$ cat src/common/cpu_pkg.sv
// cpu package
// word and register types, opcode, alu function and flag mode encodings for decode
package cpu_pkg;

  localparam int WORD_W     = 16;                // data, instr and pc width
  localparam int NUM_REGS   = 16;                // register file depth
  localparam int REG_ADDR_W = $clog2(NUM_REGS);  // 4 bit register index
  localparam int IMM_W      = 8;                 // immediate field
  localparam int JOFF_W     = 12;                // jump offset field
  localparam int SHAMT_W    = 4;                 // shift amount
  localparam int BR_OP_W    = 3;                 // branch condition code

  typedef logic [WORD_W-1:0]     word_t;
  typedef logic [REG_ADDR_W-1:0] reg_addr_t;

  // top nibble of the instruction
  typedef enum logic [3:0] {
    OP_ADD  = 4'h0,
    OP_ADDZ = 4'h1,  // add, writes only when zero flag set
    OP_SUB  = 4'h2,
    OP_AND  = 4'h3,
    OP_NOR  = 4'h4,
    OP_SLL  = 4'h5,
    OP_SRL  = 4'h6,
    OP_SRA  = 4'h7,
    OP_LW   = 4'h8,
    OP_SW   = 4'h9,
    OP_LHB  = 4'ha,
    OP_LLB  = 4'hb,
    OP_B    = 4'hc,
    OP_JAL  = 4'hd,
    OP_JR   = 4'he,
    OP_HLT  = 4'hf
  } opcode_t;

  // function code handed to the execute alu
  typedef enum logic [2:0] {
    ALU_ADD = 3'd0,
    ALU_SUB = 3'd1,
    ALU_AND = 3'd2,
    ALU_NOR = 3'd3,
    ALU_SLL = 3'd4,
    ALU_SRL = 3'd5,
    ALU_SRA = 3'd6,
    ALU_LHB = 3'd7
  } alu_func_t;

  // which flags execute updates
  typedef enum logic [1:0] {
    FLAGS_NONE        = 2'd0,
    FLAGS_ZERO_ONLY   = 2'd1,  // zero flag only
    FLAGS_ALL         = 2'd2,
    FLAGS_ALL_IF_ZERO = 2'd3   // addz
  } flag_mode_t;

  localparam reg_addr_t LINK_REG = reg_addr_t'(NUM_REGS - 1);  // jal writes r15

endpackage

$ cat src/decode/id_ex_pipe.sv
`timescale 1ns/1ns
// id/ex pipeline register
// holds on stall, loads a bubble on flush, flush has priority
module id_ex_pipe (
  input  logic                        clk,
  input  logic                        rst_n,
  input  logic                        stall,
  input  logic                        flush,
  input  cpu_pkg::word_t              pc,
  input  cpu_pkg::word_t              p0_data,
  input  cpu_pkg::word_t              p1_data,
  input  cpu_pkg::reg_addr_t          p0_addr,
  input  cpu_pkg::reg_addr_t          p1_addr,
  input  cpu_pkg::reg_addr_t          reg_write_addr,
  input  logic [cpu_pkg::IMM_W-1:0]   immediate,
  input  logic [cpu_pkg::JOFF_W-1:0]  jump_offset,
  input  logic [cpu_pkg::SHAMT_W-1:0] shamt,
  input  cpu_pkg::alu_func_t          alu_op,
  input  logic [cpu_pkg::BR_OP_W-1:0] branch_op,
  input  cpu_pkg::flag_mode_t         flag_set,
  input  logic                        alu_src, mem_write, mem_read, mem_to_reg, reg_write,
  input  logic                        pc_src, branch_instr, jump_from_reg, hlt,
  output cpu_pkg::word_t              ex_pc,
  output cpu_pkg::word_t              ex_p0_data,
  output cpu_pkg::word_t              ex_p1_data,
  output cpu_pkg::reg_addr_t          ex_p0_addr,
  output cpu_pkg::reg_addr_t          ex_p1_addr,
  output cpu_pkg::reg_addr_t          ex_reg_write_addr,
  output logic [cpu_pkg::IMM_W-1:0]   ex_immediate,
  output logic [cpu_pkg::JOFF_W-1:0]  ex_jump_offset,
  output logic [cpu_pkg::SHAMT_W-1:0] ex_shamt,
  output cpu_pkg::alu_func_t          ex_alu_op,
  output logic [cpu_pkg::BR_OP_W-1:0] ex_branch_op,
  output cpu_pkg::flag_mode_t         ex_flag_set,
  output logic                        ex_alu_src, ex_mem_write, ex_mem_read, ex_mem_to_reg,
  output logic                        ex_reg_write, ex_pc_src, ex_branch_instr,
  output logic                        ex_jump_from_reg, ex_hlt
);
  import cpu_pkg::*;

  logic load;  // payload capture enable

  assign load = flush || !stall;

  // controls, a bubble is a nop that writes nothing and touches no flags
  always_ff @(posedge clk or negedge rst_n) begin
    if (!rst_n) begin
      ex_alu_op        <= ALU_ADD;
      ex_flag_set      <= FLAGS_NONE;
      ex_branch_op     <= '0;
      ex_alu_src       <= 1'b0;
      ex_mem_write     <= 1'b0;
      ex_mem_read      <= 1'b0;
      ex_mem_to_reg    <= 1'b0;
      ex_reg_write     <= 1'b0;
      ex_pc_src        <= 1'b0;
      ex_branch_instr  <= 1'b0;
      ex_jump_from_reg <= 1'b0;
      ex_hlt           <= 1'b0;
    end else if (flush) begin
      ex_alu_op        <= ALU_ADD;
      ex_flag_set      <= FLAGS_NONE;
      ex_branch_op     <= '0;
      ex_alu_src       <= 1'b0;
      ex_mem_write     <= 1'b0;
      ex_mem_read      <= 1'b0;
      ex_mem_to_reg    <= 1'b0;
      ex_reg_write     <= 1'b0;
      ex_pc_src        <= 1'b0;
      ex_branch_instr  <= 1'b0;
      ex_jump_from_reg <= 1'b0;
      ex_hlt           <= 1'b0;
    end else if (!stall) begin
      ex_alu_op        <= alu_op;
      ex_flag_set      <= flag_set;
      ex_branch_op     <= branch_op;
      ex_alu_src       <= alu_src;
      ex_mem_write     <= mem_write;
      ex_mem_read      <= mem_read;
      ex_mem_to_reg    <= mem_to_reg;
      ex_reg_write     <= reg_write;
      ex_pc_src        <= pc_src;
      ex_branch_instr  <= branch_instr;
      ex_jump_from_reg <= jump_from_reg;
      ex_hlt           <= hlt;
    end
  end

  // operands, addresses and fields, meaningless under a bubble
  always_ff @(posedge clk) begin
    if (load) begin
      ex_pc             <= pc;
      ex_p0_data        <= p0_data;
      ex_p1_data        <= p1_data;
      ex_p0_addr        <= p0_addr;        // for forwarding
      ex_p1_addr        <= p1_addr;
      ex_reg_write_addr <= reg_write_addr;
      ex_immediate      <= immediate;
      ex_jump_offset    <= jump_offset;
      ex_shamt          <= shamt;
    end
  end

endmodule

$ cat src/decode/instr_decode.sv
`timescale 1ns/1ns
// instruction decoder
// splits the instruction into register addresses, immediates and controls, owns the rf
module instr_decode (
  input  logic                          clk,
  input  logic                          rst_n,
  input  cpu_pkg::word_t                instr,
  input  logic                          wb_reg_write,
  input  cpu_pkg::reg_addr_t            wb_reg_addr,
  input  cpu_pkg::word_t                wb_data,
  output cpu_pkg::word_t                p0_data,
  output cpu_pkg::word_t                p1_data,
  output cpu_pkg::reg_addr_t            p0_addr,
  output cpu_pkg::reg_addr_t            p1_addr,
  output cpu_pkg::reg_addr_t            reg_write_addr,
  output logic [cpu_pkg::IMM_W-1:0]     immediate,
  output logic [cpu_pkg::JOFF_W-1:0]    jump_offset,
  output logic [cpu_pkg::SHAMT_W-1:0]   shamt,
  output cpu_pkg::alu_func_t            alu_op,
  output logic [cpu_pkg::BR_OP_W-1:0]   branch_op,
  output cpu_pkg::flag_mode_t           flag_set,
  output logic                          alu_src,
  output logic                          mem_write,
  output logic                          mem_read,
  output logic                          mem_to_reg,
  output logic                          reg_write,
  output logic                          pc_src,
  output logic                          branch_instr,
  output logic                          jump_from_reg,
  output logic                          hlt
);
  import cpu_pkg::*;

  opcode_t opcode;
  logic    re0;  // rf port 0 enable
  logic    re1;  // rf port 1 enable

  assign opcode = opcode_t'(instr[15:12]);

  reg_file u_rf (
    .clk      (clk),
    .rst_n    (rst_n),
    .p0_addr  (p0_addr),
    .p1_addr  (p1_addr),
    .re0      (re0),
    .re1      (re1),
    .dst_addr (wb_reg_addr),   // write port straight from writeback
    .dst      (wb_data),
    .we       (wb_reg_write),
    .p0       (p0_data),
    .p1       (p1_data)
  );

  always_comb begin
    p0_addr        = instr[7:4];   // rs
    p1_addr        = instr[3:0];   // rt
    reg_write_addr = instr[11:8];  // rd
    re0            = 1'b1;
    re1            = 1'b1;
    reg_write      = 1'b1;
    immediate      = instr[7:0];
    jump_offset    = instr[11:0];
    shamt          = instr[3:0];
    branch_op      = instr[11:9];  // branch condition
    alu_op         = ALU_ADD;
    flag_set       = FLAGS_ALL;
    alu_src        = 1'b0;         // 1 selects immediate as alu b
    mem_write      = 1'b0;
    mem_read       = 1'b0;
    mem_to_reg     = 1'b0;
    pc_src         = 1'b0;
    branch_instr   = 1'b0;
    jump_from_reg  = 1'b0;
    hlt            = 1'b0;

    if (instr[15]) flag_set = FLAGS_NONE;  // lw onward leave flags alone

    case (opcode)
      OP_ADD:  ;                                  // defaults
      OP_ADDZ: flag_set = FLAGS_ALL_IF_ZERO;
      OP_SUB:  alu_op = ALU_SUB;
      OP_AND: begin
        alu_op   = ALU_AND;
        flag_set = FLAGS_ZERO_ONLY;
      end
      OP_NOR: begin
        alu_op   = ALU_NOR;
        flag_set = FLAGS_ZERO_ONLY;
      end
      OP_SLL: begin
        alu_op   = ALU_SLL;
        flag_set = FLAGS_ZERO_ONLY;
      end
      OP_SRL: begin
        re1      = 1'b0;                          // shamt comes from instr
        alu_op   = ALU_SRL;
        flag_set = FLAGS_ZERO_ONLY;
      end
      OP_SRA: begin
        re1      = 1'b0;
        alu_op   = ALU_SRA;
        flag_set = FLAGS_ZERO_ONLY;
      end
      OP_LW: begin
        re1        = 1'b0;
        mem_read   = 1'b1;
        mem_to_reg = 1'b1;
        alu_src    = 1'b1;                        // base + offset
        immediate  = {{(IMM_W-4){instr[3]}}, instr[3:0]};
      end
      OP_SW: begin
        mem_write = 1'b1;
        alu_src   = 1'b1;
        reg_write = 1'b0;
        p1_addr   = instr[11:8];                  // store data reg
        immediate = {{(IMM_W-4){instr[3]}}, instr[3:0]};
      end
      OP_LHB: begin
        re1     = 1'b0;
        p0_addr = instr[11:8];                    // keep low byte of rd
        alu_op  = ALU_LHB;
        alu_src = 1'b1;
      end
      OP_LLB: begin
        re1     = 1'b0;
        p0_addr = '0;                             // r0 + imm
        alu_src = 1'b1;
      end
      OP_B: begin
        re0          = 1'b0;
        re1          = 1'b0;
        pc_src       = 1'b1;
        branch_instr = 1'b1;
        alu_src      = 1'b1;
        reg_write    = 1'b0;
        jump_offset  = {{(JOFF_W-9){instr[8]}}, instr[8:0]};
      end
      OP_JAL: begin
        re0            = 1'b0;
        re1            = 1'b0;
        alu_src        = 1'b1;
        reg_write_addr = LINK_REG;                // return address to r15
      end
      OP_JR: begin
        re1           = 1'b0;
        pc_src        = 1'b1;
        jump_from_reg = 1'b1;                     // target is rs
        reg_write     = 1'b0;
      end
      OP_HLT: begin
        re0       = 1'b0;
        re1       = 1'b0;
        reg_write = 1'b0;
        hlt       = 1'b1;
      end
      default: ;
    endcase
  end

endmodule

$ cat src/design/decode_stage.sv
`timescale 1ns/1ns
// decode stage top
// decoder with register file feeding the id/ex register
module decode_stage (
  input  logic                        clk,
  input  logic                        rst_n,
  input  cpu_pkg::word_t              instr,
  input  cpu_pkg::word_t              pc,
  input  logic                        stall,          // hazard unit hold
  input  logic                        flush,          // hazard unit kill
  input  logic                        wb_reg_write,
  input  cpu_pkg::reg_addr_t          wb_reg_addr,
  input  cpu_pkg::word_t              wb_data,
  output cpu_pkg::word_t              ex_pc,
  output cpu_pkg::word_t              ex_p0_data,
  output cpu_pkg::word_t              ex_p1_data,
  output cpu_pkg::reg_addr_t          ex_p0_addr,
  output cpu_pkg::reg_addr_t          ex_p1_addr,
  output cpu_pkg::reg_addr_t          ex_reg_write_addr,
  output logic [cpu_pkg::IMM_W-1:0]   ex_immediate,
  output logic [cpu_pkg::JOFF_W-1:0]  ex_jump_offset,
  output logic [cpu_pkg::SHAMT_W-1:0] ex_shamt,
  output cpu_pkg::alu_func_t          ex_alu_op,
  output logic [cpu_pkg::BR_OP_W-1:0] ex_branch_op,
  output cpu_pkg::flag_mode_t         ex_flag_set,
  output logic                        ex_alu_src, ex_mem_write, ex_mem_read, ex_mem_to_reg,
  output logic                        ex_reg_write, ex_pc_src, ex_branch_instr,
  output logic                        ex_jump_from_reg, ex_hlt
);
  import cpu_pkg::*;

  // decoder outputs, combinational into the pipe register
  word_t              p0_data;
  word_t              p1_data;
  reg_addr_t          p0_addr;
  reg_addr_t          p1_addr;
  reg_addr_t          reg_write_addr;
  logic [IMM_W-1:0]   immediate;
  logic [JOFF_W-1:0]  jump_offset;
  logic [SHAMT_W-1:0] shamt;
  alu_func_t          alu_op;
  logic [BR_OP_W-1:0] branch_op;
  flag_mode_t         flag_set;
  logic               alu_src, mem_write, mem_read, mem_to_reg, reg_write;
  logic               pc_src, branch_instr, jump_from_reg, hlt;

  instr_decode u_decode (.*);  // names match the wires above

  id_ex_pipe u_id_ex (.*);     // ex_ outputs go straight to the ports

endmodule

$ cat src/design/reg_file.sv
`timescale 1ns/1ns
// register file
// sixteen words, r0 reads zero, two read ports with write-through and hold on disable
module reg_file (
  input  logic               clk,
  input  logic               rst_n,
  input  cpu_pkg::reg_addr_t p0_addr,
  input  cpu_pkg::reg_addr_t p1_addr,
  input  logic               re0,
  input  logic               re1,
  input  cpu_pkg::reg_addr_t dst_addr,
  input  cpu_pkg::word_t     dst,
  input  logic               we,
  output cpu_pkg::word_t     p0,
  output cpu_pkg::word_t     p1
);
  import cpu_pkg::*;

  word_t regs [NUM_REGS];  // r0 never written so stays zero
  word_t p0_rd;            // port 0 read incl bypass
  word_t p1_rd;
  word_t p0_hold;          // last value port 0 returned
  word_t p1_hold;
  logic  wr_en;

  assign wr_en = we && (dst_addr != '0);  // writes to r0 dropped

  always_ff @(posedge clk or negedge rst_n) begin
    if (!rst_n) begin
      for (int i = 0; i < NUM_REGS; i++) begin
        regs[i] <= '0;
      end
    end else if (wr_en) begin
      regs[dst_addr] <= dst;
    end
  end

  // same-cycle write wins over array contents
  assign p0_rd = (wr_en && (dst_addr == p0_addr)) ? dst : regs[p0_addr];
  assign p1_rd = (wr_en && (dst_addr == p1_addr)) ? dst : regs[p1_addr];

  always_ff @(posedge clk or negedge rst_n) begin
    if (!rst_n) begin
      p0_hold <= '0;
      p1_hold <= '0;
    end else begin
      if (re0) p0_hold <= p0_rd;  // follow while enabled
      if (re1) p1_hold <= p1_rd;
    end
  end

  assign p0 = re0 ? p0_rd : p0_hold;  // disabled port repeats old value
  assign p1 = re1 ? p1_rd : p1_hold;

endmodule

$ cat config.mk
export PLATFORM = sky130hd
export DESIGN_NAME = decode_stage
export DESIGN_NICKNAME = d
export VERILOG_FILES = /design/src/common/cpu_pkg.sv /design/src/decode/id_ex_pipe.sv /design/src/decode/instr_decode.sv /design/src/design/decode_stage.sv /design/src/design/reg_file.sv
export SDC_FILE = /design/constraint.sdc
export NUM_CORES = 1
export LEC_CHECK = 0
export ABC_CLOCK_PERIOD_IN_PS = 1800
export BUFFER_PORTS_ARGS = -buffer_cell sky130_fd_sc_hd__buf_2
export CAP_MARGIN = 0
export CORE_AREA = 2 2 232 234
export DETAILED_ROUTE_END_ITERATION = 8
export DIE_AREA = 0 0 234 236
export GPL_ROUTABILITY_DRIVEN = 0
export GPL_TIMING_DRIVEN = 0
export MAX_ROUTING_LAYER = met4
export SETUP_SLACK_MARGIN = 0.1
export SYNTH_ARGS = -nofsm -noshare
export SYNTH_HDL_FRONTEND = slang
export SYNTH_SLANG_ARGS = --single-unit
$ cat constraint.sdc
create_clock -name clk -period 1.8 [get_ports clk]
set_clock_uncertainty 0.15 [all_clocks]
set_input_delay 0.27 -clock clk [delete_from_list [all_inputs] [get_ports clk]]
set_output_delay 0.27 -clock clk [all_outputs]
set_load 0.02 [all_outputs]
* Word level (Yosys, flattened, before mapping)
Index checks and enable logic that the tools add are counted.
Storage, ports and cells: output and inout bits 101, register bits after elaboration 388, word-level logic and storage cells 127, input bits 57
Cells by class: eq/ne operators 18, magnitude comparators 4, reductions and logical operators 14, bitwise operators 3, multiplexer cells 50
Operators by type and width (count):
- $bwmux 256 | 1
- $mux 16 | 9
- $bmux 16 s4 | 2
- $demux 16 s4 | 1
- $eq 4x4->1 const B | 8
- $mux 1 | 24
- $pmux 3 s7 | 1
- $eq 4x3->1 const B | 4
- $ge 5x5->1 const B | 3
- $not 4->5 | 3
- $mux 12 | 1
- $mux 3 | 4
- $reduce_or 9->1 | 1
- $eq 4x2->1 const B | 2
- $eq 4x4->1 | 2
- $mux 8 | 1
- $pmux 4 s2 | 1
- $mux 2 | 3
- $reduce_or 6->1 | 1
- $lt 5x1->1 const B | 1
- $reduce_or 5->1 | 1
- $eq 4x1->1 const B | 1
- $logic_and 1x1->1 | 4
- $mux 4 | 1
- other kinds (8) | 9

* Depth between registers and ports, before layout
depth in word-level cells 8, mapped depth 12, depth with buffers taken out 8

* By module
A second synthesis with hierarchy kept.
Second synthesis, totals: cells, all modules 1457, area, all modules 18980.7 µm²
Modules (own cells, without submodules):
- reg_file | area each 15169.5 µm², times used 1, cells an instance 1230
- id_ex_pipe | area each 3230.6 µm², times used 1, cells an instance 140
- instr_decode | area each 580.6 µm², times used 1, cells an instance 87

* Worst setup path before layout
OpenSTA, ideal clock, no wires.
path type input to register, from input stall, to register u_id_ex.ex_immediate[4] in the netlist's numbering, enable pin, path slack -1.363 ns, arrival time 2.238 ns, stages on the path 3, library setup time 0.775 ns, buffers on the path 2, cell sequence clkbuf_1 -> buf_1 -> nand2b_1
Between the ends: longest elaborated chain between the ends 2
RTL lines:
- from (decl) | RTL line decode_stage.sv:9 | input logic stall,
- $logic_not 1->1
- $logic_or 1x1->1 | RTL line id_ex_pipe.sv:43 | assign load = flush || !stall;
- net u_id_ex.load | RTL line id_ex_pipe.sv:41 | logic load;
- to (signal assigned) | RTL line id_ex_pipe.sv:98 | ex_immediate <= immediate;
- to (decl) | RTL line id_ex_pipe.sv:29 | output logic [cpu_pkg::IMM_W-1:0] ex_immediate,
The timed path passes the listed nets, and every way through them passes these cells. A chain may end at the register's enable or synchronous reset.

* Worst setup path in the final report
from input instr[14], to register u_id_ex.ex_p0_data[14] (data pin)
Between the ends: longest elaborated chain between the ends 8, elaborated cells on any way between the ends 15, classes of those cells eq/ne: 6; mux: 6; bitwise: 1; reduce/logical: 2
RTL lines:
- from (decl) | RTL line decode_stage.sv:7 | input cpu_pkg::word_t instr,
- $eq 4x4->1 | RTL line instr_decode.sv:78 | case (opcode)
- $pmux 4 s2 | RTL line instr_decode.sv:78
- $not 4->5 (not written as such) | RTL line reg_file.sv:39 | assign p0_rd = (wr_en && (dst_addr == p0_addr)) ? dst : regs[p0_addr];
- $bmux 16 s4 | RTL line reg_file.sv:39
- $mux 16 (not written as such) (2 in a row) | RTL line reg_file.sv:39
- $mux 16 | RTL line reg_file.sv:39
- $mux 16 (*) | RTL line reg_file.sv:52 | assign p0 = re0 ? p0_rd : p0_hold;
- net p0_data[14] | RTL line decode_stage.sv:33 | word_t p0_data;
- to (signal assigned) | RTL line id_ex_pipe.sv:93 | ex_p0_data <= p0_data;
- to (decl) | RTL line id_ex_pipe.sv:24 | output cpu_pkg::word_t ex_p0_data,
The timed path passes the listed nets; every way through them passes the cells marked *. The select of a mux whose other input is x is not followed.

==> impl_metrics.py <==
metrics = {
    "status": {
        "run_status": "finished with violations",
        "violations": "setup timing",
    },
    "floorplan": {
        "chipHeight_um": 236,
        "die_w_um": 234,
        "placement_rows": 85,
        "design.portCount": 158,
        "initial_utilization": 0.345,
        "design.core.area_sq_mm": 0.0531,
        "fp.dieArea_sq_mm": 0.0552,
    },
    "sta": {
        "worst_pin_slew_ps": 1070,
        "timing.final.max_slew_violations": 0,
        "post-route-worst-setup-slack_ps": -490,
        "timing.final.setup_violations": 64,
        "maxClockFrequency_ghz": 0.437,
        "finalHoldViolCount": 0,
        "rsz_0062_raised_after_global_routing": "true",
        "totalNegativeSetupSlack_ps": -20780,
        "timing.hold.ws_ps": 37.1,
        "final_min_period_over_clock_period": 1.27,
        "timing.final.crit_period_ps": 2290,
        "slew_headroom": 0.285,
    },
    "setup_path": {
        "timing.critical_path.cells": "buf_8 -> and3b_1 -> buf_6 -> mux2i_4 -> buf_12 -> buf_12 -> buf_6 -> mux2i_1 -> nand2_1 -> a32oi_2 -> nand3_2 -> a221o_1",
        "critical_path_peak_fanout": 7,
        "critPathSlowestCell": "a221o_1",
        "cp_data_required_time_ps": 1950,
        "cp_data_arrival_time_ps": 2440,
        "setup.worst_path.start_class": "input port",
        "worstSetupPathType": "input port to flop",
        "r2r_setup_slack_ps": -10,
        "cp_num_buf_inv": 5,
        "worstSetupEndpointType": "flop",
        "max_stage_delay_on_crit_path_ps": 340,
        "cpLargestDelayFamily": "buffers and inverters",
    },
    "flow_run": {
        "maxCapViolations": 0,
    },
    "pwr": {
        "netSwitchingFraction": 0.308,
        "power_leakage_nw": 10.8,
        "power.internal_mw": 19.3,
        "power.clock.fraction": 0.310,
        "peak_ir_drop_on_the_vdd_network_uv": 623,
        "power.sequential.fraction": 0.434,
        "p_switching_mw": 8.57,
        "share_comb_of_total_power": 0.256,
        "power_per_cell_area_mw_per_mm2": 1080,
    },
    "route": {
        "detailroute.wirelength.met3_um": 3030,
        "routed-via-count": 13500,
        "first_pass_iters": 5,
        "drt-wirelength-per-cell_um": 24.8,
        "route.layer.met1.wl_um": 26900,
        "dr_wl_met2_um": 28600,
        "top_layer_used": "met4",
        "drtAntennaViolNets": 0,
        "drcViolationCount": 0,
        "finalWirelength_um": 60600,
        "drt_iter0_markers": 1052,
        "drt-vias-per-instance": 5.54,
    },
    "clock_network": {
        "path_clk_slew_ps": 70,
        "tritoncts": "done",
        "cts.htree.levels": 2,
        "cts-buffers-inserted": 39,
        "clock_path_buffers": 3,
        "clkLatencyLatePin_ps": 550,
        "cts_root_buffer": "clkbuf_16",
        "numClockSinks": 380,
    },
    "final_layout": {
        "mostFrequentLayoutCell": "dfrtp_1",
        "final_cell_mix": "dfrtp_1 (304), mux2_2 (209), mux2i_1 (173)",
        "final_nets": 1772,
        "largest_register_ffs": 256,
        "utilization": 0.485,
        "nFillCells": 4519,
        "max_flop_register": "u_decode.u_rf.regs",
        "final_design_area_no_fill_sq_mm": 0.0257,
        "drive_gt1_frac": 0.506,
        "syn2layout_area_growth_pct": 40.5,
    },
    "placed_design": {
        "io_buffer_count": 151,
        "hpwlAfterDp_um": 40900,
        "cell_area_reported_after_detailed_placement_sq_mm": 0.0206,
        "worst_setup_timing_slack_at_the_placement_stage_ps": -1830,
    },
    "synth": {
        "synthArstFlopShare": 0.800,
        "yosysSeqAreaShare": 0.540,
        "synthesis.nets": 1461,
        "synth.yosys.warnings": 0,
        "synth-seq-cells": 380,
        "mappedNetlistArea_sq_mm": 0.0183,
        "synth-edff-count": 76,
        "post_syn_instances": 1404,
        "syn_area_per_cell_sq_um": 13.0,
        "yosysUniqueCellTypes": 44,
        "synth-main-ff-cell": "dfrtp_1",
    },
    "global_route": {
        "grt_start_max_net_pins": 111,
        "grt_antenna_before_repair": 2,
        "vias_in_the_first_global_route": 13700,
        "track_usage": 0.222,
        "grt_pass1_wl_um": 89800,
        "global_route.overflow_total": 0,
    },
    "hold_path": {
        "min_path_type": "input port to flop",
    },
}
[synth_stat cells (6+ instances only)]
cell,n,area share
nand3b_1,6,0.0025
buf_4,21,0.0086
nand3_1,16,0.0044
nand2_1,23,0.0047
mux2i_1,263,0.14
o221ai_1,15,0.0072
xnor2_1,7,0.0034
edfxtp_1,76,0.12
buf_6,6,0.0037
o22ai_1,127,0.043
nor2_1,36,0.0074
mux2_2,240,0.15
dfrtp_1,304,0.42
o22a_1,15,0.0072
a21oi_1,40,0.011
buf_2,27,0.0074
nor4_1,16,0.0055
nor2b_1,6,0.0021
nand2b_1,12,0.0041
inv_1,8,0.0016
nor3_1,20,0.0055
clkbuf_1,71,0.015
[per-layer routing]
layer | up-vias | GRT usage
met2 | 469 | 0.343
li1 | 5919 | -
met1 | 7020 | 0.305
met4 | 0 | 0.0710
met3 | 125 | 0.0262
met5 | - | -
[cell type report]
cell class,count,area (sq um),share of cell area
Clock inverter,17,200,0.00778
Sequential cell,380,9890,0.385
Antenna cell,2,5.00,0.000195
Timing Repair Buffer,270,2340,0.0909
Clock buffer,54,1150,0.0446
Buffer,128,1390,0.0539
Tap cell,696,871,0.0339
Multi-Input combinational cell,885,9830,0.382
Inverter,11,56.3,0.00219
[worst paths after layout]
kind,from,to,cells after the start
max in group asynchronous,rst_n,u_decode.u_rf.regs[154],3
worst min register to register,u_decode.u_rf.regs[240],u_decode.u_rf.regs[240],1
worst min-delay path,wb_data[12],u_decode.u_rf.regs[92],2
worst max-delay path,instr[14],u_id_ex.ex_p0_data[14],12
worst max register to register,u_decode.u_rf.regs[158],u_id_ex.ex_p0_data[14],5
min in group asynchronous,rst_n,u_decode.u_rf.regs[18],2
[power by group through the flow]
stage	Combinational [mW]	Sequential (mW)	Clock, mW
final	7.13	12.1	8.62
after global routing	7.53	12.3	9.14
after CTS	6.74	12.0	8.76
after detailed placement	5.34	11.8	0
after global placement	5.22	11.8	0
after floorplan	3.40	11.8	0
[per-stage QoR]
step	power [mW]	cells
floorplan	15.2	1404
global placement	17.0	2251
detailed placement	17.2	2253
CTS	27.5	2428
global route	28.9	2443
finish	27.8	2443
[logic make-up (layout without fill, tap and decap cells)]
kind of cell           count (synthesis)  in the layout  synth area share
AO/OA/AOI/OAI                        216            216            0.0766
XOR/XNOR                               7              7           0.00335
buffers and inverters                139            480            0.0371
flip-flops                           380            380             0.540
multiplexers                         511            511             0.300
other                                  0              2                 0
AND/OR/NAND/NOR                      151            151            0.0425
[timing repair]
action,in CTS,in global routing
hold buffers,46,0
cloned,15,1
endpoints found under the setup margin,64,226
endpoints found under the hold margin,238,0
setup buffers,43,14
pin swaps,78,32
gates resized for setup,379,79
Note: power is estimated with default switching activity, not from simulation.
